===== src/hw/taskwait_in_pkg.sv =====
package taskwait_in_pkg;

    // stream sizes.
    localparam int num_sources = 3;  // taskwait, ack and spawn-queue streams.
    localparam int data_width  = 64; // one task beat.
    localparam int id_width    = 8;  // task id carried with every beat.

    // one beat of task data.
    typedef logic [data_width-1:0] tw_data_t;

    // task id of the beat.
    typedef logic [id_width-1:0] tw_id_t;

    // index of one input stream, 0 to num_sources-1.
    typedef logic [1:0] src_idx_t;

    // one bit per input stream.
    typedef logic [num_sources-1:0] src_mask_t;

    // grant FSM states.
    // idle picks a source; busy holds it until the last beat.
    typedef enum logic {
        grant_idle = 1'b0, // no source owns the output.
        grant_busy = 1'b1  // a packet is being forwarded.
    } grant_state_e;

endpackage


===== src/hw/axis_stream_if.sv =====
`timescale 1ns/1ns

// one AXI-stream link with id and last.
// the merge uses it for each input and for the output.
interface axis_stream_if;

    logic                      valid; // beat offered.
    logic                      ready; // beat accepted.
    taskwait_in_pkg::tw_data_t data;  // task payload.
    taskwait_in_pkg::tw_id_t   id;    // task id.
    logic                      last;  // final beat of the packet.

    // side that produces beats.
    modport source (
        output valid,
        output data,
        output id,
        output last,
        input  ready
    );

    // side that consumes beats.
    modport sink (
        input  valid,
        input  data,
        input  id,
        input  last,
        output ready
    );

endinterface


===== src/hw/grant_fsm.sv =====
`timescale 1ns/1ns

module grant_fsm (
    input  logic                        clk,
    input  logic                        rst,
    input  taskwait_in_pkg::src_mask_t  request,     // valid of each source.
    input  taskwait_in_pkg::src_idx_t   prio,        // first source to look at.
    input  logic                        packet_done, // last beat taken.
    output taskwait_in_pkg::src_idx_t   grant,       // source that owns the output.
    output logic                        grant_active // grant is valid.
);

    taskwait_in_pkg::grant_state_e state;

    taskwait_in_pkg::src_idx_t pick;  // winner of this cycle's search.
    logic                      found; // some source is requesting.
    logic [2:0]                cand;  // prio plus offset, before the wrap.

    // search upward from prio, wrapping at num_sources.
    // the first requesting source wins.
    always_comb begin
        pick  = prio;
        found = 1'b0;
        cand  = '0;
        for (int i = 0; i < taskwait_in_pkg::num_sources; i++) begin
            cand = {1'b0, prio} + 3'(i);
            if (cand >= 3'(taskwait_in_pkg::num_sources)) begin
                cand = cand - 3'(taskwait_in_pkg::num_sources); // wrap around.
            end
            if (!found && request[cand[1:0]]) begin
                pick  = cand[1:0];
                found = 1'b1;
            end
        end
    end

    // grant is registered on the edge that leaves idle.
    // it then holds for the whole packet.
    always_ff @(posedge clk) begin
        if (rst) begin
            state <= taskwait_in_pkg::grant_idle;
            grant <= '0;
        end else begin
            case (state)
                taskwait_in_pkg::grant_idle: begin
                    if (found) begin
                        grant <= pick;                      // lock the winner.
                        state <= taskwait_in_pkg::grant_busy;
                    end
                end
                taskwait_in_pkg::grant_busy: begin
                    if (packet_done) begin
                        state <= taskwait_in_pkg::grant_idle; // rearbitrate next cycle.
                    end
                end
                default: begin
                    state <= taskwait_in_pkg::grant_idle;
                end
            endcase
        end
    end

    assign grant_active = (state == taskwait_in_pkg::grant_busy);

    // the owner cannot change in the middle of a packet.
    a_grant_stable: assert property (
        @(posedge clk) disable iff (rst)
        (state == taskwait_in_pkg::grant_busy) |=> $stable(grant)
    ) else $error("grant changed while busy.");

    // merge_slice only sees ready while busy, so no packet ends in idle.
    a_done_in_busy: assert property (
        @(posedge clk) disable iff (rst)
        packet_done |-> (state == taskwait_in_pkg::grant_busy)
    ) else $error("packet_done seen in idle.");

endmodule


===== src/hw/rr_pointer.sv =====
`timescale 1ns/1ns

// round-robin priority.
// after a packet the next source up gets first pick,
// so the one just served drops to the lowest priority.
module rr_pointer (
    input  logic                      clk,
    input  logic                      rst,
    input  logic                      packet_done, // last beat of the grant taken.
    input  taskwait_in_pkg::src_idx_t grant,       // source just served.
    output taskwait_in_pkg::src_idx_t prio         // first source to search.
);

    taskwait_in_pkg::src_idx_t next_prio;

    // successor of grant, wrapping at num_sources.
    always_comb begin
        if (grant >= taskwait_in_pkg::src_idx_t'(taskwait_in_pkg::num_sources - 1)) begin
            next_prio = '0;
        end else begin
            next_prio = grant + 2'd1;
        end
    end

    always_ff @(posedge clk) begin
        if (rst) begin
            prio <= '0; // source 0 first after reset.
        end else if (packet_done) begin
            prio <= next_prio;
        end
    end

    // prio and the grant it is loaded from stay inside the source range.
    a_prio_range: assert property (
        @(posedge clk) disable iff (rst)
        (prio < taskwait_in_pkg::src_idx_t'(taskwait_in_pkg::num_sources)) &&
        (!packet_done || grant < taskwait_in_pkg::src_idx_t'(taskwait_in_pkg::num_sources))
    ) else $error("prio or grant out of range.");

endmodule


===== src/hw/merge_slice.sv =====
`timescale 1ns/1ns

module merge_slice (
    input  logic                      clk,
    input  logic                      rst,
    axis_stream_if.sink               src [taskwait_in_pkg::num_sources], // input streams.
    axis_stream_if.source             dst,          // merged output.
    input  taskwait_in_pkg::src_idx_t grant,        // source that owns the output.
    input  logic                      grant_active, // grant is valid.
    output logic                      packet_done   // last beat taken this edge.
);

    // input side unpacked from the interface array.
    taskwait_in_pkg::src_mask_t src_valid;
    taskwait_in_pkg::src_mask_t src_last;
    taskwait_in_pkg::src_mask_t src_ready;
    taskwait_in_pkg::tw_data_t  src_data [taskwait_in_pkg::num_sources];
    taskwait_in_pkg::tw_id_t    src_id [taskwait_in_pkg::num_sources];

    // granted source.
    logic                      sel_valid;
    logic                      sel_last;
    taskwait_in_pkg::tw_data_t sel_data;
    taskwait_in_pkg::tw_id_t   sel_id;

    logic in_ready; // room in the buffer while a grant is held.
    logic in_fire;  // beat taken from the granted source.
    logic out_fire; // beat taken by the output.

    // two-entry buffer.
    taskwait_in_pkg::tw_data_t buf_data [2];
    taskwait_in_pkg::tw_id_t   buf_id [2];
    logic [1:0]                buf_last;
    logic                      wr_ptr;
    logic                      rd_ptr;
    logic [1:0]                count;   // entries held, 0 to 2.

    for (genvar g = 0; g < taskwait_in_pkg::num_sources; g++) begin : g_src
        assign src_valid[g] = src[g].valid;
        assign src_last[g]  = src[g].last;
        assign src_data[g]  = src[g].data;
        assign src_id[g]    = src[g].id;
        assign src_ready[g] = in_ready && (grant == taskwait_in_pkg::src_idx_t'(g));
        assign src[g].ready = src_ready[g]; // only the owner is ever ready.
    end

    // multiplexer of the granted source.
    always_comb begin
        sel_valid = 1'b0;
        sel_last  = 1'b0;
        sel_data  = '0;
        sel_id    = '0;
        for (int i = 0; i < taskwait_in_pkg::num_sources; i++) begin
            if (grant == taskwait_in_pkg::src_idx_t'(i)) begin
                sel_valid = src_valid[i];
                sel_last  = src_last[i];
                sel_data  = src_data[i];
                sel_id    = src_id[i];
            end
        end
    end

    assign in_ready    = grant_active && (count != 2'd2);
    assign in_fire     = in_ready && sel_valid;
    assign out_fire    = dst.valid && dst.ready;
    assign packet_done = in_fire && sel_last; // one pulse per packet.

    // payload entries.
    always_ff @(posedge clk) begin
        if (in_fire) begin
            buf_data[wr_ptr] <= sel_data;
            buf_id[wr_ptr]   <= sel_id;
            buf_last[wr_ptr] <= sel_last;
        end
    end

    // pointers and fill level.
    always_ff @(posedge clk) begin
        if (rst) begin
            wr_ptr <= 1'b0;
            rd_ptr <= 1'b0;
            count  <= 2'd0;
        end else begin
            if (in_fire) wr_ptr <= ~wr_ptr;
            if (out_fire) rd_ptr <= ~rd_ptr;
            case ({in_fire, out_fire})
                2'b10:   count <= count + 2'd1;
                2'b01:   count <= count - 2'd1;
                default: count <= count; // both or neither.
            endcase
        end
    end

    // oldest entry drives the output.
    assign dst.valid = (count != 2'd0);
    assign dst.data  = buf_data[rd_ptr];
    assign dst.id    = buf_id[rd_ptr];
    assign dst.last  = buf_last[rd_ptr];

    // a stalled output beat stays put until it leaves.
    a_dst_hold: assert property (
        @(posedge clk) disable iff (rst)
        (dst.valid && !dst.ready) |=> (dst.valid && $stable(dst.data) && $stable(dst.id))
    ) else $error("output beat changed while stalled.");

    // the owner keeps the grant until its last beat, so no other source sees ready.
    a_ready_owner: assert property (
        @(posedge clk) disable iff (rst)
        (in_fire && !sel_last) |=> (grant_active && $stable(grant))
    ) else $error("ready moved to another source inside a packet.");

endmodule


===== src/hw/taskwait_in_switch.sv =====
`timescale 1ns/1ns

// taskwait input merge.
// three task streams in, whole packets out on one stream without tlast.
module taskwait_in_switch (
    input  logic                      clk,
    input  logic                      rst,
    // taskwait requests.
    input  logic                      s00_tvalid,
    output logic                      s00_tready,
    input  taskwait_in_pkg::tw_data_t s00_tdata,
    input  taskwait_in_pkg::tw_id_t   s00_tid,
    input  logic                      s00_tlast,
    // acknowledgements.
    input  logic                      s01_tvalid,
    output logic                      s01_tready,
    input  taskwait_in_pkg::tw_data_t s01_tdata,
    input  taskwait_in_pkg::tw_id_t   s01_tid,
    input  logic                      s01_tlast,
    // spawn-queue notices.
    input  logic                      s02_tvalid,
    output logic                      s02_tready,
    input  taskwait_in_pkg::tw_data_t s02_tdata,
    input  taskwait_in_pkg::tw_id_t   s02_tid,
    input  logic                      s02_tlast,
    // merged output.
    output logic                      m00_tvalid,
    input  logic                      m00_tready,
    output taskwait_in_pkg::tw_data_t m00_tdata,
    output taskwait_in_pkg::tw_id_t   m00_tid
);

    axis_stream_if src_if [taskwait_in_pkg::num_sources] ();
    axis_stream_if dst_if ();

    taskwait_in_pkg::src_mask_t request;
    taskwait_in_pkg::src_idx_t  grant;
    taskwait_in_pkg::src_idx_t  prio;
    logic                       grant_active;
    logic                       packet_done;

    // pack the source ports.
    assign src_if[0].valid = s00_tvalid;
    assign src_if[0].data  = s00_tdata;
    assign src_if[0].id    = s00_tid;
    assign src_if[0].last  = s00_tlast;
    assign s00_tready      = src_if[0].ready;

    assign src_if[1].valid = s01_tvalid;
    assign src_if[1].data  = s01_tdata;
    assign src_if[1].id    = s01_tid;
    assign src_if[1].last  = s01_tlast;
    assign s01_tready      = src_if[1].ready;

    assign src_if[2].valid = s02_tvalid;
    assign src_if[2].data  = s02_tdata;
    assign src_if[2].id    = s02_tid;
    assign src_if[2].last  = s02_tlast;
    assign s02_tready      = src_if[2].ready;

    assign request = {src_if[2].valid, src_if[1].valid, src_if[0].valid};

    // unpack the output; last ends here.
    assign m00_tvalid   = dst_if.valid;
    assign m00_tdata    = dst_if.data;
    assign m00_tid      = dst_if.id;
    assign dst_if.ready = m00_tready;

    grant_fsm i_grant_fsm (
        .clk          (clk),
        .rst          (rst),
        .request      (request),
        .prio         (prio),
        .packet_done  (packet_done),
        .grant        (grant),
        .grant_active (grant_active)
    );

    rr_pointer i_rr_pointer (
        .clk         (clk),
        .rst         (rst),
        .packet_done (packet_done),
        .grant       (grant),
        .prio        (prio)
    );

    merge_slice i_merge_slice (
        .clk          (clk),
        .rst          (rst),
        .src          (src_if),
        .dst          (dst_if),
        .grant        (grant),
        .grant_active (grant_active),
        .packet_done  (packet_done)
    );

endmodule


===== config.mk =====
export PLATFORM = sky130hd
export DESIGN_NAME = taskwait_in_switch
export DESIGN_NICKNAME = d
export VERILOG_FILES = /design/src/hw/taskwait_in_pkg.sv /design/src/hw/axis_stream_if.sv /design/src/hw/grant_fsm.sv /design/src/hw/rr_pointer.sv /design/src/hw/merge_slice.sv /design/src/hw/taskwait_in_switch.sv
export SDC_FILE = /design/constraint.sdc
export NUM_CORES = 1
export LEC_CHECK = 0
export ABC_CLOCK_PERIOD_IN_PS = 5800
export BUFFER_PORTS_ARGS = -buffer_cell sky130_fd_sc_hd__buf_2
export CAP_MARGIN = 40
export CORE_MARGIN = 4
export CORE_UTILIZATION = 49
export CTS_BUF_LIST = sky130_fd_sc_hd__clkbuf_16
export DETAILED_ROUTE_END_ITERATION = 7
export GPL_TIMING_DRIVEN = 1
export PLACE_DENSITY = 0.88
export SYNTH_ARGS = -nofsm -noshare
export SYNTH_HDL_FRONTEND = slang
export SYNTH_SLANG_ARGS = --single-unit

===== constraint.sdc =====
create_clock -name clk -period 5.8 [get_ports clk]
set_clock_uncertainty 0.1 [all_clocks]
set_input_delay 0 -clock clk [delete_from_list [all_inputs] [get_ports clk]]
set_output_delay 0 -clock clk [all_outputs]
set_load 0.02 [all_outputs]

==> summary.md, run 1 <==
| Metric | Value |
|---|---|
| Synth unique cells | 38 |
| Finished Cell Area | 0.0109 sq mm |
| Synth Flop Type | edfxtp_1 |
| Register-to-Register Path Depth | 7 |
| CTS tree | yes |
| Vias/cell | 5.24 |
| Hold Path Depth | 3 |
| Final setup fails | 0 |
| Area grow syn2layout | 48.2% |
| CP max FO | 74 |
| Power Total | 3.58 mW |
| Worst vdd ir | 208 uV |
| Fin nets | 1200 |
| RR Endpoint | i_merge_slice.buf_data[0][29]$_DFFE_PP_ |
| Leading cell type in the layout, fill and taps excluded | buf_2 |
| WL final | 20300 microns |
| Register bit total from synthesis | 154 |
| PortBufs | 300 |
| Worst-margin pin slew | 0.800 ns |
| Fill count | 900 |
| Critical path capture point type | flop |
| Clock sinks | 154 |
| Max-cap violations | 0 |
| CTS max path bufs | 2 |
| CTS root buffer | clkbuf_16 |
| Crit Path Class | flop to flop |
| Status | completed |
| Post-Syn Nets | 778 |
| Avg Cell Area, Syn | 13.4 sq um |
| Overflow after GRT | 0 |
| Worst Slack Setup Final | 2.36 ns |
| Starting Density | 50.3% |
| Cell Pwr Density | 329 mW/mm^2 |
| Mapped cell area | 0.00734 sq mm |
| DRC violations left | 0 |
| Reg2reg setup slack | 2.36 ns |
| Initial antenna violation count | 0 |
| Setup bufs post-CTS | 0 |
| Cell at the slowest stage of the critical path | buf_4 |
| Req. time, crit path | 5.74 ns |
| CP cell instances | nor2b_4 > buf_4 > o2bb2ai_1 > nand2b_1 > nor2_4 > buf_12 > buf_4 |
| CTS buffer count | 17 |
| Final ANT Viol Nets | 0 |
| Dpl ws | 2.36 ns |
| Cell total after placement | 1005 |
| TNS Setup | 0 ns |
| Worst r2r src | i_grant_fsm.grant[0]$_SDFFE_PP0P_ |
| PostCTS Resize Cnt | 0 |
| Initial DRC Count | 337 |
| Worst hold start | s00_tid[4] |
| DR WL/cell | 17.4 microns |
| Chip Height | 130 microns |
| Startpoint types | flop |
| Core ar. | 0.0146 sq mm |
| Final Max Slew Viols | 0 |
| DP HPWL | 12400 microns |
| Most frequent cells in the layout | buf_2, edfxtp_1, dlygate4sd3_1 |
| Area share of the largest cell type after synthesis | 58.9% |
| CTS H-Tree Depth | 4 |
| Buf/Inv on CP | 3 |
| Fin crit share | 59.3% |
| Die width | 130 microns |
| Max-slew headroom | 46.7% |
| Type of the worst min-delay path | primary input to flop |
| DRT Pass-1 Iters | 4 |
| Placed Area | 0.00903 sq mm |
| RSZ-0062 raised after global routing | no |
| Clk Latency, worst-skew pair | 0.41 ns |
| Pin count of the biggest net entering global routing | 81 |
| Vias in the first global route | 6294 |
| Cell count after synthesis | 549 |
| Period minus WS final | 3.44 ns |
| Num rows | 44 |
| Highest clock rate | 0.291 GHz |
| Leakage | 4.23 nW |
| WHS Endpoint | i_merge_slice.buf_id[1][4]$_DFFE_PP_ |
| Area leader, netlist | edfxtp_1 |
| First-pass GRT wire length | 30300 microns |
| Max stage delay on crit path | 0.63 ns |
| Worst Path Arrival | 3.38 ns |
| Layout cells sized above 1 | 42.2% |
| Die ar. | 0.0170 sq mm |
| Most frequent CP cell | buf_4 |
| GRT Total Usage | 23.2% |
| Clk slew on worst S/H paths | 0.06 ns |
| I/O pin count | 301 |
| DR vias | 6132 |
| Endpoints failing hold | 0 |
| Core Util, Final | 74.5% |
| GP Congestion | 0.744 |
| Synth Warn # | 0 |
| Hold_ws | 0.0118 ns |
| Number of flops mapped to enable cells by yosys | 144 |
| Async SR Flop Fraction | 0% |
| Cell Count, Final, Fillers Out | 1170 |
| Delay-heaviest family, CP | buffers and inverters |
| Most area-consuming cells after synthesis | edfxtp_1, mux2_2, mux2i_1 |
| Register area share after synthesis | 61.7% |
-- per-layer routing --
metal	up-vias	track usage, %	share of wire [%]	wire, microns
met3	48	4.38	5.9	1200
met4	0	11.3	2.9	580
met2	231	42.8	55	11100
li1	2903	-	-	-
met1	2950	25.4	37	7460
met5	-	0	0	0
-- final cells by class --
type                            count  area [sq um]  area share, %
Clock buffer                       17           425           3.91
Sequential cell                   154          4530           41.7
Clock inverter                     15          96.3          0.886
Tap cell                          184           230           2.12
Antenna cell                        2          5.00         0.0460
Multi-Input combinational cell    352          2640           24.3
Timing Repair Buffer              439          2910           26.8
Inverter                            7          26.3          0.242
-- where the power goes --
part / internal (mW) / total, mW / switching, mW
Clock: 0.573 / 0.969 / 0.395
Sequential: 1.37 / 1.45 / 0.0752
Combinational: 0.552 / 1.17 / 0.614
Total: 2.50 / 3.58 / 1.08
-- timing repair --
item	CTS	global route
hold endpoints to repair	154	0
setup endpoints to repair	0	0
hold buffers	131	0
-- state kept, by name (all words and copies together) (netlist names), named ones only --
name / cells
i_grant_fsm.grant_active: 1
i_merge_slice.count: 2
i_rr_pointer.prio: 2
i_merge_slice.rd_ptr: 1
i_grant_fsm.grant: 2
i_merge_slice.buf_id: 16
i_merge_slice.buf_data: 128
i_merge_slice.wr_ptr: 1
-- worst min-delay path, cell delays in order --
cell and delay [ns]:
buf_2 0.07, mux2i_1 0.06, o21ai_0 0.25
-- cell families (layout without fill, tap and decap cells) --
kind of cell	count (synthesis)	count (layout)	synth area share, %
buffers and inverters	43	478	2.61
other	0	2	0
adder cells (fa/ha/maj)	4	4	0.682
AND/OR/NAND/NOR	102	102	5.83
AO/OA/AOI/OAI	91	91	6.89
XOR/XNOR	4	4	0.478
multiplexers	151	151	21.8
flip-flops	154	154	61.7
-- cell usage after synthesis, types with 2 or more instances --
library cell / instances
a21oi_1: 3
buf_1: 6
buf_2: 18
clkbuf_1: 11
dfxtp_1: 10
edfxtp_1: 144
ha_1: 4
inv_1: 6
mux2_2: 72
mux2i_1: 79
nand2_1: 75
nand3b_1: 3
nor2_1: 11
nor3_1: 3
nor3b_1: 2
o21ai_0: 75
o221ai_1: 2
o22ai_1: 2
o2bb2ai_1: 2
xnor2_1: 3
-- how the worst max path moves through the flow --
stage | start | endpoint | slack, ns | depth (start not counted)
4_1_cts | i_grant_fsm.grant[0]$_SDFFE_PP0P_ | i_merge_slice.buf_data[0][29]$_DFFE_PP_ | 2.33 | 7
2_1_floorplan | i_grant_fsm.grant[1]$_SDFFE_PP0P_ | i_merge_slice.buf_data[0][0]$_DFFE_PP_ | 1.29 | 5
6_report | i_grant_fsm.grant[0]$_SDFFE_PP0P_ | i_merge_slice.buf_data[0][29]$_DFFE_PP_ | 2.36 | 7
5_1_grt | i_grant_fsm.grant[0]$_SDFFE_PP0P_ | i_merge_slice.buf_data[0][29]$_DFFE_PP_ | 2.16 | 7
3_3_place_gp | i_grant_fsm.grant[0]$_SDFFE_PP0P_ | i_merge_slice.buf_data[0][33]$_DFFE_PP_ | 2.07 | 6
3_5_place_dp | i_grant_fsm.grant[0]$_SDFFE_PP0P_ | i_merge_slice.buf_data[0][30]$_DFFE_PP_ | 2.36 | 7
No activity file was read; power rests on OpenSTA's default activity.
==> run 2, diff against run 1 <==
ABC_CLOCK_PERIOD_IN_PS = 2800   (was 5800)
CORE_UTILIZATION = 44   (was 49)
PLACE_DENSITY = 0.84   (was 0.88)
clock period = 2.8 ns   (was 5.8 ns; I/O delays follow)
==> summary.md, run 2 (synthesized netlist as in run 1, its figures left out) <==
| Metric | Value |
|---|---|
| Cell total after placement | 1038 |
| Req. time, crit path | 3.04 ns |
| Worst vdd ir | 394 uV |
| Core ar. | 0.0161 sq mm |
| DP HPWL | 12200 microns |
| Met3 Usage GRT | 5.29% |
| Pin count of the biggest net entering global routing | 80 |
| Hold_ws | -0.00692 ns |
| Final setup fails | 0 |
| Worst-margin pin slew | 0.795 ns |
| CTS max path bufs | 2 |
| P_sw | 2.29 mW |
| GP Congestion | 0.823 |
| Area grow syn2layout | 49.9% |
| Final ANT Viol Nets | 0 |
| Period minus WS final | 2.64 ns |
| Num rows | 46 |
| Critical path capture point type | flop |
| Gate power share | 32.9% |
| Seq pwr share | 39.6% |
| Worst Path Arrival | 2.88 ns |
| Fin nets | 1208 |
| Type of the worst min-delay path | primary input to flop |
| Initial DRC Count | 277 |
| Initial antenna violation count | 0 |
| First-pass GRT wire length | 30300 microns |
| Most Used Layer, Global Route | met2 |
| Area of the multi-input gates | 0.00265 sq mm |
| Status | finished with violations |
| Die width | 137 microns |
| Max-cap violations | 0 |
| DRC violations left | 0 |
| PortBufs | 300 |
| Core Util, Final | 68.3% |
| Routing usage on met2 | 38.8% |
| Overflow after GRT | 0 |
| Startpoint types | flop |
| Final Max Slew Viols | 0 |
| Layout cells sized above 1 | 42.4% |
| Fill count | 1121 |
| CTS buffer count | 17 |
| GRT Total Usage | 20.8% |
| Max stage delay on crit path | 0.55 ns |
| Top Registers | i_merge_slice.buf_data x128, i_merge_slice.buf_id x16 |
| Number of diodes | 0 |
| CP max FO | 8 |
| Starting Density | 45.5% |
| DR WL/cell | 16.9 microns |
| RSZ-0062 raised after global routing | no |
| Clock power frac | 27.5% |
| Most frequent cells in the layout | buf_2, edfxtp_1, dlygate4sd3_1 |
| Setup bufs post-CTS | 0 |
| Largest register FFs | 128 |
| Cell at the slowest stage of the critical path | dlygate4sd3_1 |
| Placed Area | 0.00908 sq mm |
| Fin crit share | 94.4% |
| Met1 Use GR | 22.2% |
| Failing checks | hold timing |
| Die ar. | 0.0188 sq mm |
| Cell Count, Final, Fillers Out | 1208 |
| I/O pin count | 301 |
| CTS root buffer | clkbuf_16 |
| Leading cell type in the layout, fill and taps excluded | buf_2 |
| Vias in the first global route | 6185 |
| DRT Pass-1 Iters | 5 |
| Cell Pwr Density | 682 mW/mm^2 |
| Endpoints failing hold | 3 |
| Leakage | 4.24 nW |
| Internal | 5.21 mW |
| CTS H-Tree Depth | 4 |
| DR vias | 6082 |
| Clk Latency, worst-skew pair | 0.41 ns |
| Max-slew headroom | 47.0% |
| Finished Cell Area | 0.0110 sq mm |
| Crit Path Class | flop to flop |
| Vias/cell | 5.03 |
| Clk slew on worst S/H paths | 0.06 ns |
| Largest register by flop count | i_merge_slice.buf_data |
| Buf/Inv on CP | 2 |
| CTS tree | yes |
| Clock sinks | 154 |
| WL final | 20400 microns |
| Seq. cell area | 0.00453 sq mm |
| Delay-heaviest family, CP | compound AO/OA/AOI/OAI gates |
| Chip Height | 137 microns |
| Switching Fraction | 30.6% |
| Highest clock rate | 0.378 GHz |
| CP cell instances | inv_1 > ha_2 > nor2_2 > o32ai_2 > o221ai_1 > a211o_1 > a21oi_2 > dlygate4sd3_1 |
==> run 2: power groups by stage <==
stage               Clock (mW)  Combinational (mW)  Sequential [mW]
finish                    2.06                2.46             2.97
global route              2.19                2.63             2.99
CTS                       2.11                2.44             2.97
detailed placement           0                2.14             3.02
global placement             0                2.10             3.01
floorplan                    0                1.49             2.93
==> run 2: final cells by class <==
cell class / count / share of cell area, %
Sequential cell: 154 / 41.2
Timing Repair Buffer: 447 / 27.2
Multi-Input combinational cell: 352 / 24.0
Clock buffer: 17 / 3.87
Tap cell: 216 / 2.46
Clock inverter: 15 / 1.01
Inverter: 7 / 0.239
==> run 2: worst paths after layout <==
kind / from / end / slack (ns) / cells after the start
setup / recovery: i_rr_pointer.prio[0]$_SDFFE_PP0N_ / i_grant_fsm.grant[0]$_SDFFE_PP0P_ / 0.16 / 8
hold / removal: s00_tdata[60] / i_merge_slice.buf_data[0][60]$_DFFE_PP_ / -0.007 / 3
setup reg to reg: i_rr_pointer.prio[0]$_SDFFE_PP0N_ / i_grant_fsm.grant[0]$_SDFFE_PP0P_ / 0.16 / 8
hold reg to reg: i_grant_fsm.grant_active$_SDFF_PP0_ / i_grant_fsm.grant_active$_SDFF_PP0_ / 0.41 / 2
==> run 2: per-layer routing <==
layer | share of wire [%] | vias up
li1 | - | 2913
met1 | 37 | 2853
met2 | 53 | 261
met3 | 6.4 | 55
met4 | 3.1 | 0
met5 | 0 | -
==> run 2: through the flow <==
stage | power, mW | setup slack, ns | hold WS (ns) | setup TNS (ns)
after floorplan | 4.42 | -0.516 | 0.114 | -74.23
after global placement | 5.11 | 0.703 | 0.199 | 0
after detailed placement | 5.16 | 0.583 | 0.196 | 0
after CTS | 7.52 | 0.103 | 0.000873 | 0
after global routing | 7.82 | 0.0404 | 0.0365 | 0
final | 7.50 | 0.158 | -0.00692 | 0
==> run 2: timing repair <==
item / CTS / global route
endpoints found under the setup margin: 0 / 1
hold buffers: 138 / 0
resized for setup: 0 / 1
endpoints found under the hold margin: 154 / 0
==> run 2: worst reg2reg max path: stages, from the launching register on <==
cell and delay [ns]:
dfxtp_1 0.41, inv_1 0.07, ha_2 0.41, nor2_2 0.07, o32ai_2 0.32, o221ai_1 0.18, a211o_1 0.32, a21oi_2 0.13
dlygate4sd3_1 0.55
==> run 3, diff against run 2 <==
CORE_ASPECT_RATIO = 1.75   (was unset)
==> summary.md, run 3 (synthesized netlist as in run 1, its figures left out) <==
| Metric | Value |
|---|---|
| Endpoints failing hold | 3 |
| Most frequent cells in the layout | buf_2, edfxtp_1, dlygate4sd3_1 |
| Overflow after GRT | 0 |
| Reg2reg setup slack | 0.17 ns |
| Failing checks | hold timing |
| Pin count of the biggest net entering global routing | 74 |
| Req. time, crit path | 3.04 ns |
| GRT Total Usage | 21.6% |
| DRC violations left | 0 |
| Largest register FFs | 128 |
| Highest clock rate | 0.380 GHz |
| WL final | 21000 microns |
| CTS max path bufs | 2 |
| Max stage delay on crit path | 0.56 ns |
| Initial antenna violation count | 0 |
| CTS buffer count | 17 |
| Hold_ws | -0.00193 ns |
| CTS tree | yes |
| CTS root buffer | clkbuf_16 |
| Max-cap violations | 0 |
| Vias in the first global route | 6488 |
| Power Total | 7.83 mW |
| Leakage | 4.28 nW |
| Critical path capture point type | flop |
| Type of the worst min-delay path | primary input to flop |
| Largest register by flop count | i_merge_slice.buf_data |
| Core Util, Final | 67.6% |
| Cell Pwr Density | 708 mW/mm^2 |
| Period minus WS final | 2.63 ns |
| Fin nets | 1205 |
| TNS Setup | 0 ns |
| Clk Latency, worst-skew pair | 0.41 ns |
| Starting Density | 44.8% |
| Area grow syn2layout | 50.8% |
| CP max FO | 8 |
| Worst-margin pin slew | 0.783 ns |
| Hold Path Depth | 3 |
| PortBufs | 300 |
| First-pass GRT wire length | 31900 microns |
| Clk slew on worst S/H paths | 0.06 ns |
| DR vias | 6185 |
| Worst r2r src | i_rr_pointer.prio[0]$_SDFFE_PP0N_ |
| Startpoint types | flop |
| CP cell instances | inv_1 > ha_2 > nor2_2 > o32ai_2 > o221ai_1 > a211o_1 > a21oi_2 > dlygate4sd3_1 |
| Status | finished with violations |
| Fin crit share | 94.0% |
| Max-slew headroom | 47.8% |
| Finished Cell Area | 0.0111 sq mm |
| Placed Area | 0.00910 sq mm |
| Critical path origin | i_rr_pointer.prio[0]$_SDFFE_PP0N_ |
| DR WL/cell | 17.3 microns |
| Critical path endpoint | i_grant_fsm.grant[0]$_SDFFE_PP0P_ |
| Vias/cell | 5.09 |
| RR Endpoint | i_grant_fsm.grant[0]$_SDFFE_PP0P_ |
| Leading cell type in the layout, fill and taps excluded | buf_2 |
| Initial DRC Count | 232 |
| DRT Pass-1 Iters | 5 |
| Final setup fails | 0 |
| Layout cells sized above 1 | 43.1% |
| DP HPWL | 13000 microns |
| Crit Path Class | flop to flop |
| Setup bufs post-CTS | 0 |
| Cell at the slowest stage of the critical path | dlygate4sd3_1 |
| RSZ-0062 raised after global routing | no |
| Die width | 106 microns |
| Top Registers | i_merge_slice.buf_data x128, i_merge_slice.buf_id x16 |
| Worst vdd ir | 548 uV |
| Num rows | 62 |
| Final Max Slew Viols | 0 |
| CTS H-Tree Depth | 4 |
| Final ANT Viol Nets | 0 |
| Die ar. | 0.0189 sq mm |
| Register-to-Register Path Depth | 8 |
| Clock sinks | 154 |
| Core ar. | 0.0164 sq mm |
| I/O pin count | 301 |
| Worst Path Arrival | 2.87 ns |
| Chip Height | 179 microns |
| GP Congestion | 0.830 |
==> run 3: changes by cell type in the layout (fill, tap and decap cells not counted), sizes merged, moves of 2 or more <==
cell         previous run  this run
bufinv                  1         3
inv                     7        15
clkinvlp                5         1
clkinv                  9         3
dlygate4sd3           138       134
==> run 3: report_power, final <==
| part | internal (mW) | leakage (nW) | switching (mW) |
|---|---|---|---|
| Combinational | 1.15 | 2.58 | 1.30 |
| Sequential | 2.84 | 1.40 | 0.144 |
| Clock | 1.44 | 0.305 | 0.951 |
| Total | 5.43 | 4.28 | 2.40 |
==> run 3: critical path: cells and delay by family, from the launching register on <==
family,cells,cell delay [ns]
flip-flops,1,0.41
adder cells (fa/ha/maj),1,0.42
AO/OA/AOI/OAI,4,0.94
AND/OR/NAND/NOR,1,0.07
buffers and inverters,2,0.64
==> run 3: timing repair <==
action / 4_1_cts / 5_1_grt
endpoints found under the setup margin: 0 / 1
hold endpoints to repair: 154 / 0
resized for setup: 0 / 1
hold buffers: 134 / 0
==> run 3: worst min-delay path by stage <==
stage	startpoint	endpoint	slack, ns
floorplan	s02_tdata[0]	i_merge_slice.buf_data[0][0]$_DFFE_PP_	0.11
global placement	s02_tid[7]	i_merge_slice.buf_id[0][7]$_DFFE_PP_	0.21
detailed placement	rst	i_grant_fsm.grant[0]$_SDFFE_PP0P_	0.21
CTS	s01_tdata[18]	i_merge_slice.buf_data[0][18]$_DFFE_PP_	0.001
global route	s01_tdata[18]	i_merge_slice.buf_data[0][18]$_DFFE_PP_	0.02
finish	s01_tdata[42]	i_merge_slice.buf_data[1][42]$_DFFE_PP_	-0.002
==> run 3: cell type report <==
type,instances,area [sq um]
fill,1124,5300
clock buffer,17,425
tap,224,280
inverter,7,26.3
antenna,1,2.50
clock inverter,15,198
sequential,154,4530
multi-input combinational,352,2650
timing repair buffer,444,2960
==> run 3: metrics by stage <==
stage | hold WS (ns) | instances | setup WS (ns)
floorplan | 0.114 | 549 | -0.516
finish | -0.00193 | 1214 | 0.169
CTS | 0.000964 | 1213 | 0.137
detailed placement | 0.211 | 1047 | 0.580
global route | 0.0154 | 1213 | 0.0666
global placement | 0.206 | 1047 | 0.619
==> run 3: per-layer routing <==
layer  wire, microns  global-route usage, %  part of all wire (%)
met5               0                      0                     0
met4            1060                   13.8                   5.0
met3            1150                   4.72                   5.5
met2           11500                   39.2                    55
met1            7330                   22.4                    35
